===== src/hdl/acum_types_pkg.sv =====
// data widths and types shared by the sample stream and the accumulator
// sample width is fixed by the ADC front end, sums hold the full pass count

package acum_types_pkg;

  //////////////////////////////
  // widths
  //////////////////////////////

  localparam int IDW = 14;         // sample width
  localparam int ACW = 32;         // pass counter and frame length width
  localparam int ODW = IDW + ACW;  // bin sum width, no overflow possible

  //////////////////////////////
  // types
  //////////////////////////////

  // one signed ADC sample
  typedef logic signed [IDW-1:0] sample_t;

  // pass count or frame length
  typedef logic [ACW-1:0] cnt_t;

  // accumulated bin, two's complement
  typedef logic signed [ODW-1:0] sum_t;

  // register bus word
  typedef logic [31:0] word_t;

endpackage : acum_types_pkg


===== src/hdl/acum_regs_pkg.sv =====
// register map of the averager
// byte addresses on a 12-bit register bus, bin memory mapped in two windows

package acum_regs_pkg;

  typedef logic [11:0] reg_adr_t;  // byte address

  //////////////////////////////
  // register offsets
  //////////////////////////////

  localparam reg_adr_t REG_CTRL    = 12'h000;  // run, clear pulse
  localparam reg_adr_t REG_CFG_CNT = 12'h004;  // passes minus one
  localparam reg_adr_t REG_CFG_LEN = 12'h008;  // frame length minus one
  localparam reg_adr_t REG_STS_CNT = 12'h00C;  // current pass index
  localparam reg_adr_t REG_STS     = 12'h010;  // sticky done

  // bin memory windows, one word per bin
  localparam reg_adr_t MEM_LO_BASE = 12'h400;  // low 32 bits
  localparam reg_adr_t MEM_HI_BASE = 12'h800;  // top bits, sign extended

  // REG_CTRL bit positions
  localparam int CTRL_RUN = 0;
  localparam int CTRL_CLR = 1;

endpackage : acum_regs_pkg


===== src/hdl/frame_slicer.sv =====
// cuts one frame out of the ADC stream after each trigger sample
// frame is cfg_len+1 samples long, last sample marked with sti_tlast

`timescale 1ns/10ps

module frame_slicer #(
  parameter int AAW = 6  // bin address width, caps the frame length
)(
  input  logic                    clk,
  input  logic                    rst,
  input  logic                    run,
  input  acum_types_pkg::cnt_t    cfg_len,     // frame length minus one
  // ADC side
  input  acum_types_pkg::sample_t adc_dat,
  input  logic                    adc_vld,
  input  logic                    trg,         // frame start strobe
  output logic                    adc_rdy,
  // stream to the core
  output acum_types_pkg::sample_t sti_tdata,
  output logic                    sti_tvalid,
  output logic                    sti_tlast,
  input  logic                    sti_tready
);

  typedef enum logic {IDLE, FRAME} state_t;

  // never run past the last bin
  localparam acum_types_pkg::cnt_t BIN_MAX = acum_types_pkg::cnt_t'(2**AAW - 1);

  state_t               state;
  acum_types_pkg::cnt_t cnt;     // samples accepted in this frame
  logic                 open;    // sample belongs to a frame
  logic                 trnsfr;

  // trigger sample opens the frame in the same cycle
  assign open = run & ((state == FRAME) | trg);

  assign sti_tdata  = adc_dat;                        // no latency
  assign sti_tvalid = adc_vld & open;
  assign sti_tlast  = (cnt == cfg_len) | (cnt == BIN_MAX);
  assign adc_rdy    = open ? sti_tready : 1'b1;       // drop samples between frames

  assign trnsfr = sti_tvalid & sti_tready;

  //////////////////////////////
  // frame FSM
  //////////////////////////////

  always_ff @(posedge clk) begin
    if (rst) begin
      state <= IDLE;
      cnt   <= '0;
    end else if (!run) begin
      state <= IDLE;  // stopping aborts an open frame
      cnt   <= '0;
    end else if (trnsfr) begin
      if (sti_tlast) begin
        state <= IDLE;
        cnt   <= '0;
      end else begin
        state <= FRAME;    // triggers inside a frame are ignored
        cnt   <= cnt + 1;
      end
    end
  end

endmodule : frame_slicer


===== src/hdl/acum_regs.sv =====
// control and status registers of the averager
// also maps the bin RAM as low and high words readable while stopped
// reads answer with reg_rvld two cycles after reg_ren

`timescale 1ns/10ps

module acum_regs #(
  parameter int AAW = 6  // bin address width
)(
  input  logic                     clk,
  input  logic                     rst,
  // register port
  input  logic                     reg_wen,
  input  logic                     reg_ren,
  input  acum_regs_pkg::reg_adr_t  reg_adr,
  input  acum_types_pkg::word_t    reg_wdt,
  output acum_types_pkg::word_t    reg_rdt,
  output logic                     reg_rvld,
  // core control and status
  output logic                     run,
  output logic                     clr,
  output acum_types_pkg::cnt_t     cfg_cnt,
  output acum_types_pkg::cnt_t     cfg_len,
  input  acum_types_pkg::cnt_t     sts_cnt,
  input  logic                     sts_end,
  // bin memory read
  output logic                     bus_ren,
  output logic [AAW-1:0]           bus_adr,
  input  acum_types_pkg::sum_t     bus_rdt,
  output logic                     irq_done
);

  localparam int ODW = acum_types_pkg::ODW;

  localparam logic [1:0] SRC_REG = 2'd0;  // register word
  localparam logic [1:0] SRC_LO  = 2'd1;  // bin low word
  localparam logic [1:0] SRC_HI  = 2'd2;  // bin high word
  localparam logic [1:0] SRC_NUL = 2'd3;  // window read while running

  logic                  done;      // sticky end of run
  logic                  wr_ctrl;
  logic                  in_lo;
  logic                  in_hi;
  logic                  rd_vld;    // first read stage
  logic [1:0]            rd_src;
  acum_types_pkg::word_t rd_word;
  acum_types_pkg::word_t reg_mux;

  assign wr_ctrl = reg_wen & (reg_adr == acum_regs_pkg::REG_CTRL);

  // window decode on the top address bits
  assign in_lo = reg_adr[11:10] == acum_regs_pkg::MEM_LO_BASE[11:10];
  assign in_hi = reg_adr[11:10] == acum_regs_pkg::MEM_HI_BASE[11:10];

  // bin index from the word address
  assign bus_ren = reg_ren & (in_lo | in_hi) & ~run;  // RAM read only while stopped
  assign bus_adr = reg_adr[AAW+1:2];

  assign irq_done = done;

  // core clears on the same edge as the write
  assign clr = wr_ctrl & reg_wdt[acum_regs_pkg::CTRL_CLR];  // single cycle

  //////////////////////////////
  // write side
  //////////////////////////////

  always_ff @(posedge clk) begin
    if (rst) begin
      run     <= 1'b0;
      done    <= 1'b0;
      cfg_cnt <= '0;
      cfg_len <= '0;
    end else begin
      if (wr_ctrl)
        run <= reg_wdt[acum_regs_pkg::CTRL_RUN];
      else if (sts_end)
        run <= 1'b0;                                      // last pass done
      if (sts_end)
        done <= 1'b1;
      else if (wr_ctrl & reg_wdt[acum_regs_pkg::CTRL_RUN])
        done <= 1'b0;                                     // new run
      if (reg_wen & (reg_adr == acum_regs_pkg::REG_CFG_CNT)) cfg_cnt <= reg_wdt;
      if (reg_wen & (reg_adr == acum_regs_pkg::REG_CFG_LEN)) cfg_len <= reg_wdt;
    end
  end

  //////////////////////////////
  // read side
  //////////////////////////////

  always_comb begin
    case (reg_adr)
      acum_regs_pkg::REG_CTRL:    reg_mux = {31'd0, run};
      acum_regs_pkg::REG_CFG_CNT: reg_mux = cfg_cnt;
      acum_regs_pkg::REG_CFG_LEN: reg_mux = cfg_len;
      acum_regs_pkg::REG_STS_CNT: reg_mux = sts_cnt;
      acum_regs_pkg::REG_STS:     reg_mux = {31'd0, done};
      default:                    reg_mux = '0;
    endcase
  end

  // stage 1 runs alongside the RAM read
  always_ff @(posedge clk) begin
    if (rst) rd_vld <= 1'b0;
    else     rd_vld <= reg_ren;
  end

  always_ff @(posedge clk) begin
    rd_word <= reg_mux;
    if (run & (in_lo | in_hi)) rd_src <= SRC_NUL;
    else if (in_lo)            rd_src <= SRC_LO;
    else if (in_hi)            rd_src <= SRC_HI;
    else                       rd_src <= SRC_REG;
  end

  // stage 2 output register
  always_ff @(posedge clk) begin
    if (rst) reg_rvld <= 1'b0;
    else     reg_rvld <= rd_vld;
  end

  always_ff @(posedge clk) begin
    case (rd_src)
      SRC_LO:  reg_rdt <= bus_rdt[31:0];
      SRC_HI:  reg_rdt <= {{(64-ODW){bus_rdt[ODW-1]}}, bus_rdt[ODW-1:32]};  // sign extend
      SRC_REG: reg_rdt <= rd_word;
      default: reg_rdt <= '0;
    endcase
  end

endmodule : acum_regs


===== src/hdl/acum_core.sv =====
// repeating accumulator, adds each frame bin by bin into a block RAM
// read, add and write take three cycles, the last pass streams the sums out
// the RAM read port goes to the register window while stopped

`timescale 1ns/10ps

module acum_core #(
  parameter int AAW = 6  // bin address width
)(
  input  logic                    clk,
  input  logic                    rst,
  input  logic                    clr,         // sync clear
  input  acum_types_pkg::cnt_t    cfg_cnt,     // passes minus one
  input  logic                    ctl_run,
  // status
  output acum_types_pkg::cnt_t    sts_cnt,     // current pass
  output logic                    sts_end,     // tlast of the last pass
  // input stream
  input  acum_types_pkg::sample_t sti_tdata,
  input  logic                    sti_tvalid,
  input  logic                    sti_tlast,
  output logic                    sti_tready,
  // result stream
  output acum_types_pkg::sum_t    sto_tdata,
  output logic                    sto_tvalid,
  output logic                    sto_tlast,
  input  logic                    sto_tready,
  // bin read port
  input  logic                    bus_ren,
  input  logic [AAW-1:0]          bus_adr,
  output acum_types_pkg::sum_t    bus_rdt
);

  localparam int IDW = acum_types_pkg::IDW;
  localparam int ODW = acum_types_pkg::ODW;

  logic                    sti_trnsfr;

  // pass counter
  acum_types_pkg::cnt_t    acu_cnt;
  logic                    acu_end;  // last pass
  logic                    acu_beg;  // first pass, one cycle late

  // stage 1 buffer
  acum_types_pkg::sample_t buf_tdata;
  logic                    buf_tlast;
  logic                    buf_lst;

  // stage 2 flags
  logic                    wr_tlast;
  logic                    wr_lst;

  // bin memory
  acum_types_pkg::sum_t    mem [0:2**AAW-1];
  logic [AAW-1:0]          mem_adr;              // stream address counter
  logic [AAW-1:0]          mem_tad, mem_wad, mem_rad;
  logic                    mem_ten, mem_wen, mem_ren;
  acum_types_pkg::sum_t    mem_rdt;
  acum_types_pkg::sum_t    mem_old;              // stored value, zero on pass 0
  acum_types_pkg::sum_t    mem_tdt;              // partial sum
  acum_types_pkg::sum_t    mem_wdt;
  logic                    mem_tcr;              // carry out of low part
  logic                    mem_tsg;              // sample sign
  logic [ODW-IDW-1:0]      mem_tts;              // high part correction

  assign sti_trnsfr = sti_tvalid & sti_tready;
  assign sti_tready = sto_tready;  // no result buffer

  //////////////////////////////
  // pass counter
  //////////////////////////////

  assign acu_end = (acu_cnt == cfg_cnt);
  assign sts_cnt = acu_cnt;
  assign sts_end = sti_trnsfr & sti_tlast & acu_end;

  always_ff @(posedge clk) begin
    if (rst | clr)
      acu_cnt <= '0;
    else if (sti_trnsfr & sti_tlast)
      acu_cnt <= acu_end ? '0 : acu_cnt + 1;  // wrap after last pass
  end

  // lines up with the add stage
  always_ff @(posedge clk) begin
    if (rst | clr) acu_beg <= 1'b0;
    else           acu_beg <= (acu_cnt == '0);
  end

  //////////////////////////////
  // pipeline
  //////////////////////////////

  // bin address, back to 0 after tlast
  always_ff @(posedge clk) begin
    if (rst | clr)
      mem_adr <= '0;
    else if (sti_trnsfr)
      mem_adr <= sti_tlast ? '0 : mem_adr + 1'b1;
  end

  always_ff @(posedge clk) begin
    if (rst | clr) begin
      mem_ten <= 1'b0;
      mem_wen <= 1'b0;
    end else begin
      mem_ten <= sti_trnsfr;  // add stage valid
      mem_wen <= mem_ten;     // write stage valid
    end
  end

  always_ff @(posedge clk) begin
    if (sti_trnsfr) begin
      buf_tdata <= sti_tdata;
      buf_tlast <= sti_tlast;
      buf_lst   <= acu_end;
      mem_tad   <= mem_adr;
    end
    if (mem_ten) begin
      wr_tlast  <= buf_tlast;
      wr_lst    <= buf_lst;
      mem_wad   <= mem_tad;   // write address trails the read
    end
  end

  // split add, low part with carry, high part fixed up next cycle
  assign mem_old = acu_beg ? '0 : mem_rdt;

  always_ff @(posedge clk) begin
    if (mem_ten) begin
      mem_tdt[ODW-1:IDW]          <= mem_old[ODW-1:IDW];
      {mem_tcr, mem_tdt[IDW-1:0]} <= {1'b0, mem_old[IDW-1:0]} + {1'b0, buf_tdata};
      mem_tsg                     <= buf_tdata[IDW-1];
    end
  end

  // carry minus sign of the sample
  assign mem_tts = {(ODW-IDW){mem_tsg}} + {{(ODW-IDW-1){1'b0}}, mem_tcr};
  assign mem_wdt = {mem_tdt[ODW-1:IDW] + mem_tts, mem_tdt[IDW-1:0]};

  //////////////////////////////
  // RAM
  //////////////////////////////

  always_ff @(posedge clk) begin
    if (mem_wen) mem[mem_wad] <= mem_wdt;
  end

  // stream owns the read port while running
  assign mem_ren = ctl_run ? sti_trnsfr : bus_ren;
  assign mem_rad = ctl_run ? mem_adr : bus_adr;

  always_ff @(posedge clk) begin
    if (mem_ren) mem_rdt <= mem[mem_rad];
  end

  assign bus_rdt = mem_rdt;

  //////////////////////////////
  // result stream
  //////////////////////////////

  always_ff @(posedge clk) begin
    if (rst | clr) sto_tvalid <= 1'b0;
    else           sto_tvalid <= mem_wen & wr_lst;  // last pass only
  end

  always_ff @(posedge clk) begin
    if (mem_wen & wr_lst) begin
      sto_tdata <= mem_wdt;
      sto_tlast <= wr_tlast;
    end
  end

endmodule : acum_core


===== src/hdl/averager_top.sv =====
// repeating signal averager, top level
// ADC samples in, bin sums out, register port for control and bin readback

`timescale 1ns/10ps

module averager_top #(
  parameter int AAW = 6  // bin address width, 64 bins
)(
  input  logic                    clk,
  input  logic                    rst,
  // sample input
  input  acum_types_pkg::sample_t adc_dat,
  input  logic                    adc_vld,
  input  logic                    trg,
  output logic                    adc_rdy,
  // result stream
  output acum_types_pkg::sum_t    sum_tdata,
  output logic                    sum_tlast,
  output logic                    sum_tvalid,
  input  logic                    sum_tready,
  // register port
  input  logic                    reg_wen,
  input  logic                    reg_ren,
  input  acum_regs_pkg::reg_adr_t reg_adr,
  input  acum_types_pkg::word_t   reg_wdt,
  output acum_types_pkg::word_t   reg_rdt,
  output logic                    reg_rvld,
  output logic                    irq_done
);

  logic                    run;
  logic                    clr;
  acum_types_pkg::cnt_t    cfg_cnt;
  acum_types_pkg::cnt_t    cfg_len;
  acum_types_pkg::cnt_t    sts_cnt;
  logic                    sts_end;
  // slicer to core
  acum_types_pkg::sample_t sti_tdata;
  logic                    sti_tvalid;
  logic                    sti_tlast;
  logic                    sti_tready;
  // register window to RAM
  logic                    bus_ren;
  logic [AAW-1:0]          bus_adr;
  acum_types_pkg::sum_t    bus_rdt;

  frame_slicer #(.AAW(AAW)) u_slicer (
    .clk        (clk),
    .rst        (rst),
    .run        (run),
    .cfg_len    (cfg_len),
    .adc_dat    (adc_dat),
    .adc_vld    (adc_vld),
    .trg        (trg),
    .adc_rdy    (adc_rdy),
    .sti_tdata  (sti_tdata),
    .sti_tvalid (sti_tvalid),
    .sti_tlast  (sti_tlast),
    .sti_tready (sti_tready)
  );

  acum_regs #(.AAW(AAW)) u_regs (
    .clk      (clk),
    .rst      (rst),
    .reg_wen  (reg_wen),
    .reg_ren  (reg_ren),
    .reg_adr  (reg_adr),
    .reg_wdt  (reg_wdt),
    .reg_rdt  (reg_rdt),
    .reg_rvld (reg_rvld),
    .run      (run),
    .clr      (clr),
    .cfg_cnt  (cfg_cnt),
    .cfg_len  (cfg_len),
    .sts_cnt  (sts_cnt),
    .sts_end  (sts_end),
    .bus_ren  (bus_ren),
    .bus_adr  (bus_adr),
    .bus_rdt  (bus_rdt),
    .irq_done (irq_done)
  );

  acum_core #(.AAW(AAW)) u_core (
    .clk        (clk),
    .rst        (rst),
    .clr        (clr),
    .cfg_cnt    (cfg_cnt),
    .ctl_run    (run),
    .sts_cnt    (sts_cnt),
    .sts_end    (sts_end),
    .sti_tdata  (sti_tdata),
    .sti_tvalid (sti_tvalid),
    .sti_tlast  (sti_tlast),
    .sti_tready (sti_tready),
    .sto_tdata  (sum_tdata),
    .sto_tvalid (sum_tvalid),
    .sto_tlast  (sum_tlast),
    .sto_tready (sum_tready),
    .bus_ren    (bus_ren),
    .bus_adr    (bus_adr),
    .bus_rdt    (bus_rdt)
  );

endmodule : averager_top


===== config.mk =====
export PLATFORM = sky130hd
export DESIGN_NAME = averager_top
export DESIGN_NICKNAME = d
export VERILOG_FILES = /design/src/hdl/acum_types_pkg.sv /design/src/hdl/acum_regs_pkg.sv /design/src/hdl/frame_slicer.sv /design/src/hdl/acum_regs.sv /design/src/hdl/acum_core.sv /design/src/hdl/averager_top.sv
export SDC_FILE = /design/constraint.sdc
export NUM_CORES = 2
export LEC_CHECK = 0
export BUFFER_PORTS_ARGS = -buffer_cell sky130_fd_sc_hd__buf_2
export CORE_ASPECT_RATIO = 0.5
export CORE_MARGIN = 10
export CORE_UTILIZATION = 55
export CTS_CLUSTER_SIZE = 40
export DETAILED_ROUTE_END_ITERATION = 7
export PLACE_DENSITY = 0.68
export RECOVER_POWER = 25
export SLEW_MARGIN = 40
export SYNTH_ARGS = -nofsm -noshare
export SYNTH_HDL_FRONTEND = slang
export SYNTH_SLANG_ARGS = --single-unit

===== constraint.sdc =====
create_clock -name clk -period 7.7 [get_ports clk]
set_input_delay 0.77 -clock clk [delete_from_list [all_inputs] [get_ports clk]]
set_output_delay 0.77 -clock clk [all_outputs]
set_load 0.05 [all_outputs]

**After elaboration in Yosys (flattened, before gate mapping)**

Memories as Yosys holds them, arrays and structs flattened. A register that Yosys moved wholly into a read port is not among the register bits.
Cells that the tools add are included.

- Register bits after elaboration: 334
- Bits in writable memories: 2944
- Memories kept: 1
- Input bits: 65

Memories:

| name | depth | width | read ports | clocked after Yosys merged registers in | wr ports | RTL line | text |
|---|---|---|---|---|---|---|---|
| u_core.mem | 64 | 46 | 1 | 1 | 1 | acum_core.sv:54 | `acum_types_pkg::sum_t mem [0:2**AAW-1];` |

- Reductions and logical operators: 7
- Mux-type cells: 18
- Add/sub/neg operators: 6
- Equal/unequal tests: 11
- Bitwise logic cells: 19

Operators by type and width:

| cell | count |
|---|---|
| 32-bit case mux with 5 select lines | 1 |
| 32-bit case mux with 3 select lines | 1 |
| 32-bit by 1-bit adder with 32-bit output, second input constant | 2 |
| 32-bit equality test | 2 |
| 32-bit 2-to-1 mux | 2 |
| 32-bit adder | 1 |
| 32-bit by 6-bit equality test with 1-bit output, second input constant | 1 |
| 32-bit logical NOT | 1 |
| 12-bit by 4-bit equality test with 1-bit output, second input constant | 2 |
| 14-bit by 14-bit adder with 15-bit output | 1 |
| 1-bit bitwise AND | 14 |
| 14-bit 2-to-1 mux | 1 |
| 12-bit by 3-bit equality test with 1-bit output, second input constant | 1 |
| 12-bit by 5-bit equality test with 1-bit output, second input constant | 1 |
| 12-bit logical NOT | 1 |
| 6-bit 2-to-1 mux | 2 |
| 1-bit 2-to-1 mux | 9 |
| 6-bit by 1-bit adder with 6-bit output, second input constant | 1 |
| 2-bit by 1-bit equality test with 1-bit output, second input constant | 2 |
| 2-bit equality test, second input constant | 2 |
| 2-bit 2-to-1 mux | 2 |
| 1-bit bitwise OR | 4 |
| 2-bit nonzero test | 2 |
| 2-bit OR reduction | 2 |
| other kinds (3) | 3 |

**Depth between registers and ports, before layout**

- Word-level depth: 8
- Depth in mapped cells: 15

**Modules after synthesis**

From an unflattened synthesis, not the netlist that was laid out.

- Cell total of the unflattened synthesis: 12703
- Area total of the unflattened synthesis: 152695.2 µm²

By module, submodules not included:

| module | sequential area each (µm²) | cells an instance | instances | area each (µm²) |
|---|---|---|---|---|
| acum_core | 94380.5 | 11871 | 1 | 144843.9 |
| acum_regs | 2682.6 | 574 | 1 | 5674.2 |
| frame_slicer | 660.6 | 258 | 1 | 2177.1 |

**Least setup slack after synthesis**

OpenSTA, ideal clock, no wires.

- Path kind: register -> register
- Start: reg u_core.mem_tcr
- End: mem u_core.mem[0][42] (netlist bit) (data pin)
- Setup slack: 2.282 ns
- Stages on the path, launching flop included: 13
- Arrival time: 4.844 ns
- Path through: edfxtp_1 -> inv_1 -> ha_1 -> ha_1 -> a21oi_1 -> o21ai_0 -> a211o_1 -> a31oi_1 -> nor2b_1 -> o2111ai_1 -> a31o_2 -> o221ai_1 -> xnor2_1

- Word-level cells in the longest chain between the ends: 2

Ends and longest elaborated chain:

| what | RTL line | text |
|---|---|---|
| from (decl) | acum_core.sv:62 | `logic mem_tcr;` |
| from (signal assigned) | acum_core.sv:132 | `{mem_tcr, mem_tdt[IDW-1:0]} <= {1'b0, mem_old[IDW-1:0]} + {1'b0, buf_tdata};` |
| 1-bit by 2-bit adder with 3-bit output | acum_core.sv:138 | `assign mem_tts = {(ODW-IDW){mem_tsg}} + {{(ODW-IDW-1){1'b0}}, mem_tcr};` |
| 32-bit adder | acum_core.sv:139 | `assign mem_wdt = {mem_tdt[ODW-1:IDW] + mem_tts, mem_tdt[IDW-1:0]};` |
| named net u_core.mem_wdt[42] | acum_core.sv:61 | `acum_types_pkg::sum_t mem_wdt;` |
| to (decl) | acum_core.sv:54 |  |

The timed path passes the listed nets, and every way through them passes these cells.

**Worst setup path in the final report**

- Start: reg u_core.mem_wad[4]
- End: mem u_core.mem[51][45] (netlist bit) (enable)

RTL lines:

| what | RTL line | text |
|---|---|---|
| from (decl) | acum_core.sv:56 | `logic [AAW-1:0] mem_tad, mem_wad, mem_rad;` |
| from (signal assigned) | acum_core.sv:122 | `mem_wad <= mem_tad;` |

Straight into the memory's write port.

==> impl_metrics.yaml <==
run_status:
  status: "complete, but fails checks"
  violations: "max-capacitance violations, max-slew violations"
floorplan:
  die_w_um: 707
  io_pins: 148
  die-height_um: 363
  die_area_sq_mm: 0.257
  start_util_pct: 55.6
  core_area_sq_mm: 0.233
  num_rows: 125
critical_path:
  crit_chain: "nand3b_1, nor2_4, clkbuf_1"
  critPathTopFamily: "buffers and inverters"
  cp_max_fo: 46
  cp_slowest_stage_delay_ns: 3.45
  cp.depth: 3
  r2r_start: "u_core.mem_wad[4]"
  crit_start: "u_core.mem_wad[4]"
  cp-end-kind: "flop"
  worstPathArrival_ns: 5.72
  slowest_stage: "clkbuf_1"
  crit_type: "reg -> reg"
  r2r_cells: 3
  cp_num_buf_inv: 1
  crit_required_ns: 8.01
  cp-start-kind: "flop"
clocking:
  cts_tree: "yes"
  cts.sinks: 3324
  cts-htree-levels: 5
  cts_buffers: 291
  post_cts_resized: 0
  post_cts_buffers: 0
  hold_buffers: 0
  insertion_delay_ns: 0.85
  cts_root_buffer: "clkbuf_16"
  cts_max_path_buffers: 4
  clk_pin_slew_ns: 0.07
finish:
  nNetsFinal: 7209
  final_cell_mix: "edfxtp_1 (3115), nand2_1 (745), mux4_2 (736)"
  area_growth_pct: 11.6
  drive_gt1_share_pct: 21.0
  final_common_cell: "edfxtp_1"
  instances_no_fill: 10400
synth:
  syn_inst: 6765
  yosysTopAreaCell: "edfxtp_1"
  synthFlopType: "edfxtp_1"
  synth.area.top_cells: "edfxtp_1 (72%), mux4_2 (13%), dfxtp_1 (3.2%)"
  async_reset_ff_share_pct: 0
  syn_area_per_cell_sq_um: 19.2
  syn_nets: 6889
  synth_top_area_share_pct: 72.1
  yosysWarnings: 0
  ys_ff_latch: 3324
  synth-edff-count: 3115
  synth_area_sq_mm: 0.130
  yosysUniqueCellTypes: 65
  ys_seq_area_share_pct: 75.4
place:
  dp_cells: 9889
  place.gp.congestion: 0.886
  port_buffers: 147
  dp_hpwl_mm: 206
timing:
  tightest_slew_ns: 4.92
  drv_slew: 1463
  fmax_ghz: 0.185
  relSlewSlack_pct: -228
  fin_setup_tns_ns: 0
  rsz0062_at_grt: "no"
  finalCritPeriodShare_pct: 70.2
  fin_skew_ns: 0.0362
  post-route-min-period_ns: 5.41
  hold_viol: 0
  finalSetupViolCount: 0
global_routing:
  grt_pass1_wl_mm: 508
  grt-ovfl-total: 0
  use_met2_pct: 41.1
  top_usage_layer: "met2"
  grt_use_met3_pct: 9.75
  grt_max_degree: 126
  antenna_found_initial: 16
  grt_pass1_vias: 67900
  grt_usage_pct: 27.6
  use_met1_pct: 39.2
min_path:
  worstHoldPathCells: 1
  hold_class: "in -> reg"
  min_from: "adc_dat[5]"
power:
  combPwrFrac_pct: 4.1
  leakagePower_nw: 46.8
  peakVddDrop_uv: 191
  switching_share_pct: 20.8
  p_int_mw: 28.0
  clkPwrFrac_pct: 40.5
  p_sw_mw: 7.34
  p_per_area_mw_per_mm2: 244
  power_frac_seq_pct: 55.3
drt:
  totalWireLength_mm: 361
  drt_iter0_drc: 10600
  first_pass_iters: 6
  num_vias: 69200
  drc: 0
  vias_per_cell: 6.64
  ant_nets: 0
  wl_per_cell_um: 34.6
job:
  maxCapViolations: 35
-- cell type report --
| type | count | area, sq um |
|---|---|---|
| multi-input cells | 3023 | 30800 |
| inverters | 39 | 150 |
| diodes | 3 | 7.51 |
| fillers | 16000 | 88600 |
| repair buffers | 406 | 3030 |
| flip-flops and latches | 3324 | 97700 |
| clock buffers | 367 | 7830 |
| well taps | 3111 | 3890 |
| clock inverters | 143 | 1250 |
-- cell families after synthesis --
group / share of synthesized area [%]
buf+inv: 1.43
simple gates: 4.44
mux: 14.4
flops: 75.4
compound gates: 2.63
fa+ha+maj: 0.581
xor+xnor: 1.12
-- sequential cells by signal (all words and copies together), names as in the netlist, 2 cells and up --
| signal | cells |
|---|---|
| u_core.mem | 2944 |
| u_core.bus_rdt | 46 |
| u_core.mem_tdt | 46 |
| u_core.sto_tdata | 46 |
| u_core.sts_cnt | 32 |
| u_regs.cfg_cnt | 32 |
| u_regs.cfg_len | 32 |
| u_regs.rd_word | 32 |
| u_regs.reg_rdt | 32 |
| u_slicer.cnt | 32 |
| u_core.buf_tdata | 14 |
| u_core.mem_adr | 6 |
| u_core.mem_tad | 6 |
| u_core.mem_wad | 6 |
| u_regs.rd_src | 2 |
-- Yosys cell counts (all sizes together) (2+ instances only) --
cell / instances
nor2b: 104
o221ai: 47
o21ai: 150
nand2b: 5
and3: 16
xor2: 118
nand3: 134
o22ai: 2
ha: 57
o2111ai: 5
a32oi: 47
a31oi: 6
inv: 39
a22oi: 31
buf: 208
dfxtp: 209
nor4: 32
a21oi: 153
and2: 9
mux4: 736
nor3: 12
a211o: 2
mux2: 34
a21o: 19
mux2i: 175
or2: 5
or3b: 2
o21a: 4
or3: 11
and4: 5
nor2: 199
xnor2: 48
nand4: 28
nor4b: 2
fa: 2
nand3b: 6
nand2: 747
clkbuf: 171
a211oi: 50
o21bai: 7
edfxtp: 3115
-- per-layer routing --
layer,vias to the layer above,wire length [um]
met5,-,13
met1,36300,137000
met3,605,51100
li1,27700,-
met2,4541,161000
met4,2,10900
-- through the flow --
stage,hold slack [ns],setup slack (ns),utilization (%),instance area (sq um),total power [mW]
6_report,0.0987,2.29,62.0,145000,35.3
4_1_cts,0.0516,2.88,62.2,145000,35.4
3_3_place_gp,0.404,1.76,58.0,135000,21.4
3_5_place_dp,0.408,2.09,58.3,136000,21.4
5_1_grt,0.0666,2.18,62.0,145000,36.3
2_1_floorplan,0.400,2.28,-,130000,20.8
-- final timing paths --
path / endpoint / slack (ns)
worst max-delay path: u_core.mem[51][45] / 2.29
worst min-delay path: u_core.buf_tdata[5] / 0.1
worst max register to register: u_core.mem[51][45] / 2.29
worst min register to register: u_core.wr_tlast / 0.42
-- power groups by stage --
| stage | clock (mW) | combinational [mW] | sequential (mW) |
|---|---|---|---|
| floorplan | 0 | 0.897 | 19.9 |
| global placement | 0 | 1.41 | 20.0 |
| CTS | 14.4 | 1.44 | 19.6 |
| finish | 14.3 | 1.45 | 19.6 |
| global route | 15.2 | 1.54 | 19.5 |
| detailed placement | 0 | 1.43 | 20.0 |
No activity file was read; power rests on OpenSTA's default activity.
